$ cat config.mk
export PLATFORM = sky130hd
export DESIGN_NAME = hyper_sched_top
export DESIGN_NICKNAME = d
export VERILOG_FILES = /design/src/hw/hs_pkg.sv /design/src/hw/hs_desc_table.sv /design/src/hw/hs_poll_sched.sv /design/src/hw/hs_block_exec.sv /design/src/hw/hyper_sched_top.sv
export VERILOG_INCLUDE_DIRS = /design/src /design/src/include
export SDC_FILE = /design/constraint.sdc
export NUM_CORES = 1
export LEC_CHECK = 0
export BUFFER_PORTS_ARGS = -buffer_cell sky130_fd_sc_hd__buf_2
export CAP_MARGIN = 20
export CORE_MARGIN = 2
export CORE_UTILIZATION = 62
export DETAILED_ROUTE_END_ITERATION = 8
export PLACE_DENSITY_LB_ADDON = 0.12
export SLEW_MARGIN = 20
export SYNTH_ARGS = -nofsm -noshare
export SYNTH_HDL_FRONTEND = slang
export SYNTH_SLANG_ARGS = --single-unit
$ cat constraint.sdc
create_clock -name CLK -period 5.6 [get_ports CLK]
set_input_delay 0.28 -clock CLK [delete_from_list [all_inputs] [get_ports CLK]]
set_output_delay 0.28 -clock CLK [all_outputs]
set_load 0.05 [all_outputs]
$ cat src/include/hs_config.svh
`ifndef HS_CONFIG_SVH
`define HS_CONFIG_SVH

// --------------------
// descriptor table
// --------------------
`define HS_SLOTS 8         // transfer descriptors held by the table
`define HS_LEN_BITS 22     // stored length in 32-bit words

// --------------------
// block sizing
// --------------------
`define HS_BLOCK_MAX 63    // largest block handed to the executor, in words
`define HS_PAGE_BITS 12    // word address bits inside one DRAM page

// --------------------
// peripherals
// --------------------
// one ready flag per direction and section pair
`define HS_READY_BITS 8

`endif

$ cat src/hw/hs_pkg.sv
`include "hs_config.svh"

package hs_pkg;

  // --------------------
  // plain vectors
  // --------------------
  typedef logic [$clog2(`HS_SLOTS)-1:0]  slot_t;
  typedef logic [3:0]                    wb_adr_t;    // slot*2 + word select
  typedef logic [`HS_LEN_BITS-1:0]       len_t;
  typedef logic [31:0]                   addr_t;      // word address
  typedef logic [5:0]                    count_t;
  typedef logic [1:0]                    section_t;
  typedef logic [31-`HS_PAGE_BITS:0]     page_t;
  typedef logic [`HS_PAGE_BITS-1:0]      offset_t;
  typedef logic [`HS_READY_BITS-1:0]     ready_vec_t; // index {rd_op, section}

  // --------------------
  // bundles
  // --------------------
  typedef struct packed {
    logic     active;
    logic     rd_op;
    section_t section;
    len_t     len;
    addr_t    addr;
  } desc_t;

  typedef struct packed {
    logic        cyc;
    logic        stb;
    logic        we;
    wb_adr_t     adr;
    logic [31:0] dat;
  } wb_req_t;

  typedef struct packed {
    logic        ack;
    logic [31:0] dat;
  } wb_rsp_t;

  typedef struct packed {
    addr_t    addr;
    count_t   count;
    section_t section;
    logic     rd_op;
  } xfer_cmd_t;

  typedef struct packed {
    page_t    page;
    offset_t  start;
    count_t   count;
    section_t section;
    logic     rd_op;
  } blk_cmd_t;

  typedef enum logic [2:0] {S_POLL, S_CHECK, S_ISSUE, S_WAIT, S_WRITEBACK} sched_state_t;
  typedef enum logic [2:0] {E_IDLE, E_CLIP, E_GRANT, E_ISSUE, E_WORK} exec_state_t;

endpackage

$ cat src/hw/hs_desc_table.sv
`timescale 1ns/1ns
`include "hs_config.svh"

module hs_desc_table
(
  input  logic           CLK,
  input  logic           RST,
  input  hs_pkg::wb_req_t wb_i,
  output hs_pkg::wb_rsp_t wb_o,
  input  hs_pkg::slot_t  rd_slot,
  output hs_pkg::desc_t  rd_desc,
  input  logic           wb_en,
  input  hs_pkg::slot_t  wb_slot,
  input  hs_pkg::desc_t  wb_desc
);

  hs_pkg::desc_t table_q [`HS_SLOTS];
  logic          ack_q;
  logic [31:0]   rdat_q;
  logic          cpu_go;
  hs_pkg::slot_t cpu_slot;
  logic          cpu_word;       // 0 control, 1 address
  hs_pkg::len_t  cpu_len;
  hs_pkg::desc_t cpu_cur;
  logic [31:0]   cpu_rdat;

  // --------------------
  // cpu side decode
  // --------------------
  assign cpu_slot = wb_i.adr[3:1];
  assign cpu_word = wb_i.adr[0];

  // writeback owns the table this cycle, so the cpu access slips by one
  assign cpu_go = wb_i.cyc && wb_i.stb && !ack_q && !wb_en;

  // bytes to words, rounded up
  assign cpu_len = wb_i.dat[23:2] + hs_pkg::len_t'(|wb_i.dat[1:0]);

  assign cpu_cur  = table_q[cpu_slot];
  assign cpu_rdat = cpu_word ? cpu_cur.addr :
                    {cpu_cur.active, cpu_cur.rd_op, cpu_cur.section, 6'd0, cpu_cur.len};

  assign wb_o.ack = ack_q;
  assign wb_o.dat = rdat_q;

  // --------------------
  // storage
  // --------------------
  always_ff @(posedge CLK)
  begin
    if (!RST)
    begin
      for (int i = 0; i < `HS_SLOTS; i++)
      begin
        table_q[i] <= '0;     // every slot starts inactive
      end
      ack_q <= 1'b0;
    end
    else
    begin
      ack_q <= cpu_go;        // single cycle, master still holds stb meanwhile
      if (wb_en)
      begin
        table_q[wb_slot] <= wb_desc;
      end
      else if (cpu_go && wb_i.we)
      begin
        if (cpu_word)
        begin
          table_q[cpu_slot].addr <= wb_i.dat;
        end
        else
        begin
          table_q[cpu_slot].active  <= wb_i.dat[31];
          table_q[cpu_slot].rd_op   <= wb_i.dat[30];
          table_q[cpu_slot].section <= wb_i.dat[29:28];
          table_q[cpu_slot].len     <= cpu_len;
        end
      end
    end
  end

  // read ports
  always_ff @(posedge CLK)
  begin
    rd_desc <= table_q[rd_slot];  // scheduler sees it one cycle later
    if (cpu_go)
    begin
      rdat_q <= cpu_rdat;
    end
  end

endmodule

$ cat src/hw/hs_poll_sched.sv
`timescale 1ns/1ns
`include "hs_config.svh"

module hs_poll_sched
(
  input  logic               CLK,
  input  logic               RST,
  input  hs_pkg::ready_vec_t periph_ready,
  output hs_pkg::slot_t      rd_slot,
  input  hs_pkg::desc_t      rd_desc,
  output logic               wb_en,
  output hs_pkg::slot_t      wb_slot,
  output hs_pkg::desc_t      wb_desc,
  output hs_pkg::xfer_cmd_t  cmd,
  output logic               cmd_valid,
  input  logic               cmd_ready,
  input  logic               done,
  input  hs_pkg::count_t     sent,
  output logic               irq,
  output hs_pkg::slot_t      irq_slot
);

  hs_pkg::sched_state_t state;
  hs_pkg::slot_t        ptr;
  hs_pkg::slot_t        next_ptr;
  hs_pkg::ready_vec_t   ready_q;
  hs_pkg::desc_t        cur;        // working copy of the polled slot
  hs_pkg::count_t       blk_words;
  hs_pkg::len_t         new_len;
  logic                 launch;
  logic                 retire;

  assign rd_slot  = ptr;
  assign next_ptr = (ptr == hs_pkg::slot_t'(`HS_SLOTS - 1)) ? '0 : ptr + 1'b1;

  // peripheral picked by direction and section
  assign launch = rd_desc.active && ready_q[{rd_desc.rd_op, rd_desc.section}];
  assign retire = rd_desc.active && (rd_desc.len == '0);  // nothing left to move

  assign blk_words = (rd_desc.len > hs_pkg::len_t'(`HS_BLOCK_MAX)) ?
                     hs_pkg::count_t'(`HS_BLOCK_MAX) : hs_pkg::count_t'(rd_desc.len);

  assign new_len = cur.len - hs_pkg::len_t'(sent);

  // --------------------
  // outputs from state
  // --------------------
  assign cmd_valid = (state == hs_pkg::S_ISSUE);
  assign wb_en     = (state == hs_pkg::S_WRITEBACK);
  assign wb_slot   = ptr;
  assign wb_desc   = cur;
  assign irq       = wb_en && (cur.len == '0);
  assign irq_slot  = ptr;

  always_ff @(posedge CLK)
  begin
    if (!RST)
    begin
      state   <= hs_pkg::S_POLL;
      ptr     <= '0;
      ready_q <= '0;
    end
    else
    begin
      ready_q <= periph_ready;
      case (state)
        hs_pkg::S_POLL:
          state <= hs_pkg::S_CHECK;       // table read in flight
        hs_pkg::S_CHECK:
        begin
          if (retire)
            state <= hs_pkg::S_WRITEBACK;
          else if (launch)
            state <= hs_pkg::S_ISSUE;
          else
          begin
            ptr   <= next_ptr;
            state <= hs_pkg::S_POLL;
          end
        end
        hs_pkg::S_ISSUE:
          if (cmd_ready)
            state <= hs_pkg::S_WAIT;
        hs_pkg::S_WAIT:
          if (done)
            state <= hs_pkg::S_WRITEBACK;
        default:
        begin
          ptr   <= next_ptr;              // next slot gets the executor
          state <= hs_pkg::S_POLL;
        end
      endcase
    end
  end

  // --------------------
  // command and progress
  // --------------------
  always_ff @(posedge CLK)
  begin
    if (state == hs_pkg::S_CHECK)
    begin
      cur         <= rd_desc;
      cur.active  <= (rd_desc.len != '0);
      cmd.addr    <= rd_desc.addr;
      cmd.count   <= blk_words;
      cmd.section <= rd_desc.section;
      cmd.rd_op   <= rd_desc.rd_op;
    end
    if ((state == hs_pkg::S_WAIT) && done)
    begin
      cur.len    <= new_len;
      cur.addr   <= cur.addr + hs_pkg::addr_t'(sent);
      cur.active <= (new_len != '0);
    end
  end

endmodule

$ cat src/hw/hs_block_exec.sv
`timescale 1ns/1ns
`include "hs_config.svh"

module hs_block_exec
(
  input  logic              CLK,
  input  logic              RST,
  input  hs_pkg::xfer_cmd_t cmd,
  input  logic              cmd_valid,
  output logic              cmd_ready,
  output logic              done,
  output hs_pkg::count_t    sent,
  output logic              dram_req,
  input  logic              dram_grant,
  output hs_pkg::blk_cmd_t  blk,
  output logic              blk_issue,
  input  logic              blk_working,
  input  hs_pkg::count_t    blk_count_sent
);

  hs_pkg::exec_state_t    state;
  logic                   work_q;     // blk_working one cycle back
  logic                   blk_end;
  logic [`HS_PAGE_BITS:0] page_room;  // words left before the page end

  assign cmd_ready = (state == hs_pkg::E_IDLE);
  assign dram_req  = (state == hs_pkg::E_GRANT) || (state == hs_pkg::E_ISSUE) ||
                     (state == hs_pkg::E_WORK);

  // working was high and has just dropped
  assign blk_end = (state == hs_pkg::E_WORK) && work_q && !blk_working;

  assign page_room = (`HS_PAGE_BITS + 1)'(1 << `HS_PAGE_BITS) - {1'b0, blk.start};

  // --------------------
  // sequencing
  // --------------------
  always_ff @(posedge CLK)
  begin
    if (!RST)
    begin
      state     <= hs_pkg::E_IDLE;
      work_q    <= 1'b0;
      blk_issue <= 1'b0;
      done      <= 1'b0;
    end
    else
    begin
      work_q    <= blk_working;
      blk_issue <= 1'b0;
      done      <= 1'b0;
      case (state)
        hs_pkg::E_IDLE:
          if (cmd_valid)
            state <= hs_pkg::E_CLIP;
        hs_pkg::E_CLIP:
          state <= hs_pkg::E_GRANT;
        hs_pkg::E_GRANT:
          if (dram_grant)
            state <= hs_pkg::E_ISSUE;
        hs_pkg::E_ISSUE:
        begin
          // mover must be fully idle before the next block goes out
          if (dram_grant && !blk_working && !work_q)
          begin
            blk_issue <= 1'b1;
            state     <= hs_pkg::E_WORK;
          end
        end
        default:
        begin
          if (blk_end)
          begin
            done  <= 1'b1;
            state <= hs_pkg::E_IDLE;
          end
        end
      endcase
    end
  end

  // --------------------
  // block command
  // --------------------
  always_ff @(posedge CLK)
  begin
    if (cmd_ready && cmd_valid)
    begin
      blk.page    <= cmd.addr[31:`HS_PAGE_BITS];
      blk.start   <= cmd.addr[`HS_PAGE_BITS-1:0];
      blk.count   <= cmd.count;
      blk.section <= cmd.section;
      blk.rd_op   <= cmd.rd_op;
    end
    if ((state == hs_pkg::E_CLIP) && ((`HS_PAGE_BITS + 1)'(blk.count) > page_room))
      blk.count <= hs_pkg::count_t'(page_room);   // stop at the page end
    if (blk_end)
      sent <= blk_count_sent;
  end

endmodule

$ cat src/hw/hyper_sched_top.sv
`timescale 1ns/1ns

module hyper_sched_top
(
  input  logic               CLK,
  input  logic               RST,
  input  hs_pkg::wb_req_t    wb_i,
  output hs_pkg::wb_rsp_t    wb_o,
  input  hs_pkg::ready_vec_t periph_ready,
  output logic               dram_req,
  input  logic               dram_grant,
  output hs_pkg::blk_cmd_t   blk,
  output logic               blk_issue,
  input  logic               blk_working,
  input  hs_pkg::count_t     blk_count_sent,
  output logic               irq,
  output hs_pkg::slot_t      irq_slot
);

  // table to scheduler
  hs_pkg::slot_t     rd_slot;
  hs_pkg::desc_t     rd_desc;
  logic              wb_en;
  hs_pkg::slot_t     wb_slot;
  hs_pkg::desc_t     wb_desc;

  // scheduler to executor
  hs_pkg::xfer_cmd_t cmd;
  logic              cmd_valid;
  logic              cmd_ready;
  logic              done;
  hs_pkg::count_t    sent;

  hs_desc_table u_table
  (
    .CLK     (CLK),
    .RST     (RST),
    .wb_i    (wb_i),
    .wb_o    (wb_o),
    .rd_slot (rd_slot),
    .rd_desc (rd_desc),
    .wb_en   (wb_en),
    .wb_slot (wb_slot),
    .wb_desc (wb_desc)
  );

  hs_poll_sched u_sched
  (
    .CLK          (CLK),
    .RST          (RST),
    .periph_ready (periph_ready),
    .rd_slot      (rd_slot),
    .rd_desc      (rd_desc),
    .wb_en        (wb_en),
    .wb_slot      (wb_slot),
    .wb_desc      (wb_desc),
    .cmd          (cmd),
    .cmd_valid    (cmd_valid),
    .cmd_ready    (cmd_ready),
    .done         (done),
    .sent         (sent),
    .irq          (irq),
    .irq_slot     (irq_slot)
  );

  hs_block_exec u_exec
  (
    .CLK            (CLK),
    .RST            (RST),
    .cmd            (cmd),
    .cmd_valid      (cmd_valid),
    .cmd_ready      (cmd_ready),
    .done           (done),
    .sent           (sent),
    .dram_req       (dram_req),
    .dram_grant     (dram_grant),
    .blk            (blk),
    .blk_issue      (blk_issue),
    .blk_working    (blk_working),
    .blk_count_sent (blk_count_sent)
  );

endmodule

==> flow_summary_export.csv, run 1 <==
group,metric,value,unit
logic_synthesis,synth_edf_count,639,
floorplanning,floorplan.core_area,53600,sq um
cells_and_area,area_growth,12.4,%
floorplanning,rows,85,
run_status,status,"finished, final reports clean",
detailed_routing,post-route-drc-count,0,
global_route,grt_max_degree,107,
placed_design,globalplace.congestion,0.902,
logic_synthesis,yosysTopAreaCellShare,57.2,%
logic_synthesis,synthMostInstantiatedCell,"sky130_fd_sc_hd__edfxtp_1",
logic_synthesis,sequential_to_total_area_share_from_yosys_stat,62.0,%
timing,finalCriticalPeriod,4.01,ns
floorplanning,floorplan.initialDensity,62.5,%
detailed_routing,detail_route.wirelength,97300,microns
clock_tree,cts_setup_buffers,0,
min_path,hold_class,"in -> reg",
placed_design,detailed_place.area,35000,sq um
logic_synthesis,yosysUniqueCellTypes,61,
detailed_routing,final_antenna_net_count,0,
min_path,timing.hold.worst.start,"dram_grant",
clock_tree,cts_inserted_buffers,74,
timing,post-route-period-util,71.6,%
timing,hold_violations,0,
critical_path,timing.rr.start,"u_sched.state[2]$_SDFFE_PN0P_",
critical_path,critical_path.endpoint_type,"register",
pwr,power_leakage,13.1,nW
placed_design,numPortBuffers,136,
critical_path,path_cells,"nor3b_2 > nor3_4 > buf_4 > and3_2 > o31ai_1 > nand2_1 > buf_4 > nand2_1 > buf_4",
job,max_cap_violations,0,
clock_tree,cts.reportedPaths.clkPinSlew,0.06,ns
cells_and_area,regArea,20800,sq um
placed_design,dpl.cell_count,3018,
global_route,grt.total_usage,35.4,%
critical_path,critPathLaunch,"u_sched.state[2]$_SDFFE_PN0P_",
pwr,report.power.total,12.6,mW
floorplanning,ioPinCount,137,
cells_and_area,post-route-cell-area,37700,sq um
timing,fin_tns_setup,0,ns
logic_synthesis,syn_area,33500,sq um
clock_tree,clock_latency,0.62,ns
clock_tree,number_of_h_tree_levels,3,
critical_path,cp.required,5.85,ns
clock_tree,ctsLongestPathBuffers,3,
logic_synthesis,yosysWarningCount,0,
timing,tightestPinTransition,1.03,ns
critical_path,most_repeated_library_cell_on_the_critical_path,"sky130_fd_sc_hd__buf_4",
global_route,grt_first_pass_wirelength,141000,microns
critical_path,arrival,4.26,ns
clock_tree,cts-hold-fix-buffers,15,
logic_synthesis,synthesis.instances,2268,
placed_design,place_hpwl,61800,microns
global_route,grt_antenna_before_repair,7,
clock_tree,clock_tree_from_tritoncts,"done",
global_route,overflow,0,
logic_synthesis,synth_area_leader_cell,"sky130_fd_sc_hd__edfxtp_1",
critical_path,cell_family_contributing_the_most_delay_on_the_critical_path,"simple AND/OR/NAND/NOR gates",
critical_path,crit_buf_inv,3,
timing,slew_viol_final,0,
clock_tree,cts_resized,0,
critical_path,worst_path_max_delay_cell,"sky130_fd_sc_hd__buf_4",
timing,skew,0.0187,ns
floorplanning,die_x,237,microns
logic_synthesis,synth_top_cells_by_area,"sky130_fd_sc_hd__edfxtp_1 (57%), sky130_fd_sc_hd__mux4_2 (17%), sky130_fd_sc_hd__nor2_1 (5.7%)",
cells_and_area,nNetsFinal,2497,
critical_path,critical_path_peak_fanout,34,
floorplanning,dieHeight,237,microns
timing,timing.slew.headroom,29.6,%
clock_tree,clock_sinks,718,
timing,max_freq,0.249,GHz
logic_synthesis,synth_area_per_cell,14.8,sq um
timing,setup_violations,0,
pwr,power_per_cell_area,335,nW/um^2
global_route,first_global_vias,21456,
detailed_routing,firstDrtPassIters,5,
cells_and_area,n_fill_cell,3574,
logic_synthesis,postSynth.asyncResetShare,0,%
logic_synthesis,post_synth_most_frequent_cells,"sky130_fd_sc_hd__edfxtp_1 (639), sky130_fd_sc_hd__nor2_1 (506), sky130_fd_sc_hd__mux4_2 (260)",
clock_tree,root_cell_of_the_clock_tree,"sky130_fd_sc_hd__clkbuf_16",
cells_and_area,final_cells,3173,
detailed_routing,dr_total_vias,21800,
logic_synthesis,primary_flip_flop_cell_chosen_by_synthesis_mapping,"sky130_fd_sc_hd__edfxtp_1",
timing,rsz_0062_raised_after_global_routing,"no",
floorplanning,dieArea,55900,sq um
detailed_routing,drt-initial-drc-count,3002,
detailed_routing,final_routed_wire_length_divided_by_cell_count,30.7,microns
critical_path,cp-start-kind,"register",
pwr,worst_vdd_ir,0.282,mV
detailed_routing,route.detailed.vias_per_inst,6.87,
logic_synthesis,synth-seq-cells,718,
logic_synthesis,mappedNetlistNets,2350,
critical_path,timing_worst_setup_path_type,"reg -> reg",
cells_and_area,post_route_cells_drive_above_1_share,26.4,%
cells_and_area,area_of_combinational_cells_with_multiple_inputs,12200,sq um
critical_path,critical-path-max-stage-delay,0.54,ns
cells_and_area,finalCoreUtilization,70.3,%
==> power breakdown <==
part	switching [mW]	total, mW	internal (mW)
sequential	0.211	6.32	6.11
combinational	0.748	1.25	0.504
clock	2.07	5.05	2.98
total	3.02	12.6	9.59
==> sequential cells by signal, summed over array words and instances (netlist names) <==
register,flops
u_exec.done,1
u_exec.blk,41
u_sched.cmd,41
u_table.rdat_q,32
u_sched.ready_q,8
u_table.table_q,464
u_exec.work_q,1
u_sched.state,3
u_exec.sent,6
u_table.ack_q,1
u_sched.wb_desc,55
u_exec.state,3
u_table.rd_desc,58
u_sched.irq_slot,3
u_exec.blk_issue,1
==> path summary, 6_finish.rpt <==
kind              depth (start not counted)  slack (ns)                                   end
setup / recovery                          9        1.59  u_table.table_q[1][16]$_SDFFCE_PN0P_
hold / removal                            3        0.11          u_exec.state[1]$_SDFFE_PN0P_
setup reg to reg                          9        1.59  u_table.table_q[1][16]$_SDFFCE_PN0P_
hold reg to reg                           0        0.42              u_exec.blk[38]$_DFFE_PP_
==> cells by family after synthesis <==
family	Yosys count	synth area share (%)
AO/OA/AOI/OAI	144	2.53
adder cells (fa/ha/maj)	25	0.978
multiplexers	357	20.6
XOR/XNOR	68	1.78
buffers and inverters	161	1.93
AND/OR/NAND/NOR	795	10.2
flip-flops	718	62.0
==> layout by cell type (no fill, tap or decap), types with 24 or more instances in the layout <==
cell type / Yosys / routed
sky130_fd_sc_hd__nor2_1: 506 / 505
sky130_fd_sc_hd__nand2_1: 130 / 128
sky130_fd_sc_hd__mux2_2: 59 / 59
sky130_fd_sc_hd__dfxtp_1: 79 / 76
sky130_fd_sc_hd__xor2_1: 27 / 27
sky130_fd_sc_hd__mux4_2: 260 / 260
sky130_fd_sc_hd__inv_1: 25 / 24
sky130_fd_sc_hd__a21oi_1: 33 / 33
sky130_fd_sc_hd__edfxtp_1: 639 / 639
sky130_fd_sc_hd__buf_4: 1 / 53
sky130_fd_sc_hd__clkbuf_16: 0 / 77
sky130_fd_sc_hd__xnor2_1: 41 / 41
sky130_fd_sc_hd__mux2i_1: 38 / 38
sky130_fd_sc_hd__buf_2: 31 / 134
sky130_fd_sc_hd__o21ai_0: 65 / 65
==> worst register-to-register path, delay by kind of cell (launching register included) <==
family | cells | cell delay [ns]
AND/OR/NAND/NOR | 5 | 1.47
AO/OA/AOI/OAI | 1 | 0.52
flip-flops | 1 | 0.46
buffers and inverters | 3 | 1.18
==> cell type report <==
type	count	share of cell area, %
multi-input combinational	1389	32.2
inverter	25	0.252
timing repair buffer	207	3.47
clock buffer	99	5.52
sequential	718	55.2
tap	696	2.31
antenna	2	0.0133
clock inverter	37	1.03
==> stage by stage <==
step	worst slack, ns	hold slack, ns
6_report	1.59	0.114
3_5_place_dp	1.66	0.405
5_1_grt	1.48	0.129
4_1_cts	1.68	0.0964
2_1_floorplan	1.30	0.379
3_3_place_gp	1.84	0.401
==> per-layer routing <==
metal / share of wire [%] / global-route usage (%) / routed length [microns]
met1: 36 / 48.6 / 35000
met2: 47 / 54.4 / 45700
met3: 12 / 7.95 / 11900
met4: 4.9 / 17.1 / 4760
met5: 0.010 / 0 / 10
(Power assumes the default switching activity.)
==> run 2, diff against run 1 <==
==> constraint.sdc (replaced) <==
create_clock -name CLK -period 3.7 [get_ports CLK]
set_input_delay 0.185 -clock CLK [delete_from_list [all_inputs] [get_ports CLK]]
set_output_delay 0.185 -clock CLK [all_outputs]
set_load 0.05 [all_outputs]
==> run 2 against run 1 <==
Wire length increased by 1.0%. Highest routed layer unchanged. Core utilization is 0.55 points higher. Register-to-register slack worse by 1.0 ns.
==> flow_summary_export.csv, run 2 (synthesis results as in run 1) <==
group,metric,value,unit
timing,max_freq,0.312,GHz
floorplanning,ioPinCount,137,
pwr,p_int,14.5,mW
pwr,sequential_fraction_of_design_power,49.9,%
global_route,grt_first_pass_wirelength,143000,microns
placed_design,place_hpwl,62400,microns
global_route,grt.total_usage,35.9,%
timing,tightestPinTransition,0.998,ns
critical_path,timing_worst_setup_path_type,"reg -> out",
critical_path,critical_path_peak_fanout,4,
floorplanning,rows,85,
cells_and_area,largest_reg_flops,464,
timing,slew_viol_final,0,
cells_and_area,layout_common_cells,"sky130_fd_sc_hd__edfxtp_1 (639), sky130_fd_sc_hd__nor2_1 (505), sky130_fd_sc_hd__mux4_2 (260), sky130_fd_sc_hd__buf_2 (134), sky130_fd_sc_hd__nand2_1 (128)",
floorplanning,die_x,237,microns
clock_tree,clock_sinks,718,
clock_tree,cts_inserted_buffers,74,
timing,skew,0.0274,ns
min_path,hold_class,"in -> reg",
clock_tree,clock_tree_from_tritoncts,"done",
detailed_routing,route.detailed.vias_per_inst,6.80,
critical_path,cp-start-kind,"register",
cells_and_area,nNetsFinal,2515,
cells_and_area,post-route-cell-area,38000,sq um
timing,timing.slew.headroom,31.6,%
timing,setup_violations,0,
critical_path,arrival,3.02,ns
pwr,power.share.switching,24.1,%
global_route,overflow,0,
clock_tree,ctsLongestPathBuffers,3,
job,max_cap_violations,0,
detailed_routing,post-route-drc-count,0,
placed_design,numPortBuffers,136,
clock_tree,root_cell_of_the_clock_tree,"sky130_fd_sc_hd__clkbuf_16",
clock_tree,clock_latency,0.63,ns
timing,post-route-period-util,86.6,%
timing,fin_tns_setup,0,ns
critical_path,critical_path.endpoint_type,"output port",
timing,hold_violations,0,
placed_design,detailed_place.area,35300,sq um
pwr,power_per_cell_area,504,nW/um^2
clock_tree,number_of_h_tree_levels,3,
floorplanning,dieHeight,237,microns
floorplanning,floorplan.initialDensity,62.5,%
pwr,report.power.total,19.1,mW
cells_and_area,registers.top_by_ff_count,"u_table.table_q",
cells_and_area,layout.cells.most_common,"sky130_fd_sc_hd__edfxtp_1",
cells_and_area,post_route_cells_drive_above_1_share,27.1,%
detailed_routing,drt-initial-drc-count,2860,
pwr,worst_vdd_ir,0.378,mV
global_route,grt_max_degree,72,
global_route,first_global_vias,21587,
critical_path,cp.required,3.51,ns
clock_tree,cts_resized,0,
timing,rsz_0062_raised_after_global_routing,"no",
pwr,combPwrFrac,10.2,%
global_route,grt_antenna_before_repair,4,
run_status,status,"finished, final reports clean",
detailed_routing,firstDrtPassIters,5,
clock_tree,cts.reportedPaths.clkPinSlew,0.06,ns
cells_and_area,area_growth,13.3,%
pwr,switching_power,4.62,mW
detailed_routing,final_antenna_net_count,0,
timing,worst_slack,0.495,ns
pwr,power.share.clock,39.9,%
placed_design,globalplace.congestion,0.953,
timing,finalCriticalPeriod,3.21,ns
detailed_routing,dr_total_vias,21699,
detailed_routing,detail_route.wirelength,98300,microns
pwr,power_leakage,13.2,nW
detailed_routing,final_routed_wire_length_divided_by_cell_count,30.8,microns
floorplanning,floorplan.core_area,53600,sq um
floorplanning,dieArea,55900,sq um
placed_design,detailedPlace.worstSlack,0.627,ns
==> run 2: final timing paths <==
check             slack (ns)                     startpoint                                   end  cells after the start
hold / removal          0.12                       wb_i[25]  u_table.table_q[3][25]$_SDFFCE_PN0P_                      3
setup / recovery        0.49  u_sched.wb_desc[41]$_DFFE_PP_                                   irq                      6
setup reg to reg        0.55       u_exec.sent[0]$_DFFE_PP_         u_sched.wb_desc[57]$_DFFE_PP_                      9
hold reg to reg         0.42      u_sched.cmd[35]$_DFFE_PP_              u_exec.blk[35]$_DFFE_PP_                      0
==> run 2: layout make-up <==
cell class              instances  area [sq um]
diodes                          2          5.00
clock buffers                 112          2240
clock inverters                23           248
fillers                      3533         15600
inverters                      25          95.1
multi-input cells            1389         12100
flip-flops and latches        718         20800
well taps                     696           871
repair buffers                225          1590
==> run 2: through the flow <==
stage | hold slack [ns] | std cells | util [%]
finish | 0.116 | 3190 | 70.8
global route | 0.136 | 3188 | 70.8
CTS | 0.103 | 3188 | 70.8
detailed placement | 0.388 | 3037 | 65.9
global placement | 0.384 | 3037 | 65.9
floorplan | 0.284 | 2268 | -
==> run 2: layer usage <==
metal | global-route usage (%) | share of wire (%) | vias to the layer above
met2 | 56.6 | 48 | 1464
met3 | 8.58 | 13 | 214
met4 | 16.2 | 4.6 | 2
met5 | 0 | 0.013 | -
met1 | 48.4 | 35 | 11056
li1 | - | - | 8963
==> run 2: timing repair <==
item,4_1_cts,5_1_grt
hold buffers,16,0
setup buffers,0,0
hold endpoints to repair,16,0
==> run 2: power groups by stage <==
stage / logic [mW] / clock network (mW) / registers, mW
after floorplan: 1.20 / 0 / 9.66
after global placement: 1.90 / 0 / 9.66
after detailed placement: 1.92 / 0 / 9.69
after CTS: 1.94 / 7.69 / 9.52
after global routing: 2.05 / 8.01 / 9.57
final: 1.96 / 7.64 / 9.54
==> run 2: critical path: stages (launching register included) <==
cell and delay, ns:
sky130_fd_sc_hd__edfxtp_1 0.46, sky130_fd_sc_hd__or3_4 0.41, sky130_fd_sc_hd__or4_4 0.46, sky130_fd_sc_hd__nor4_2 0.22, sky130_fd_sc_hd__nand2_1 0.22, sky130_fd_sc_hd__nor2_1 0.30, sky130_fd_sc_hd__buf_2 0.33
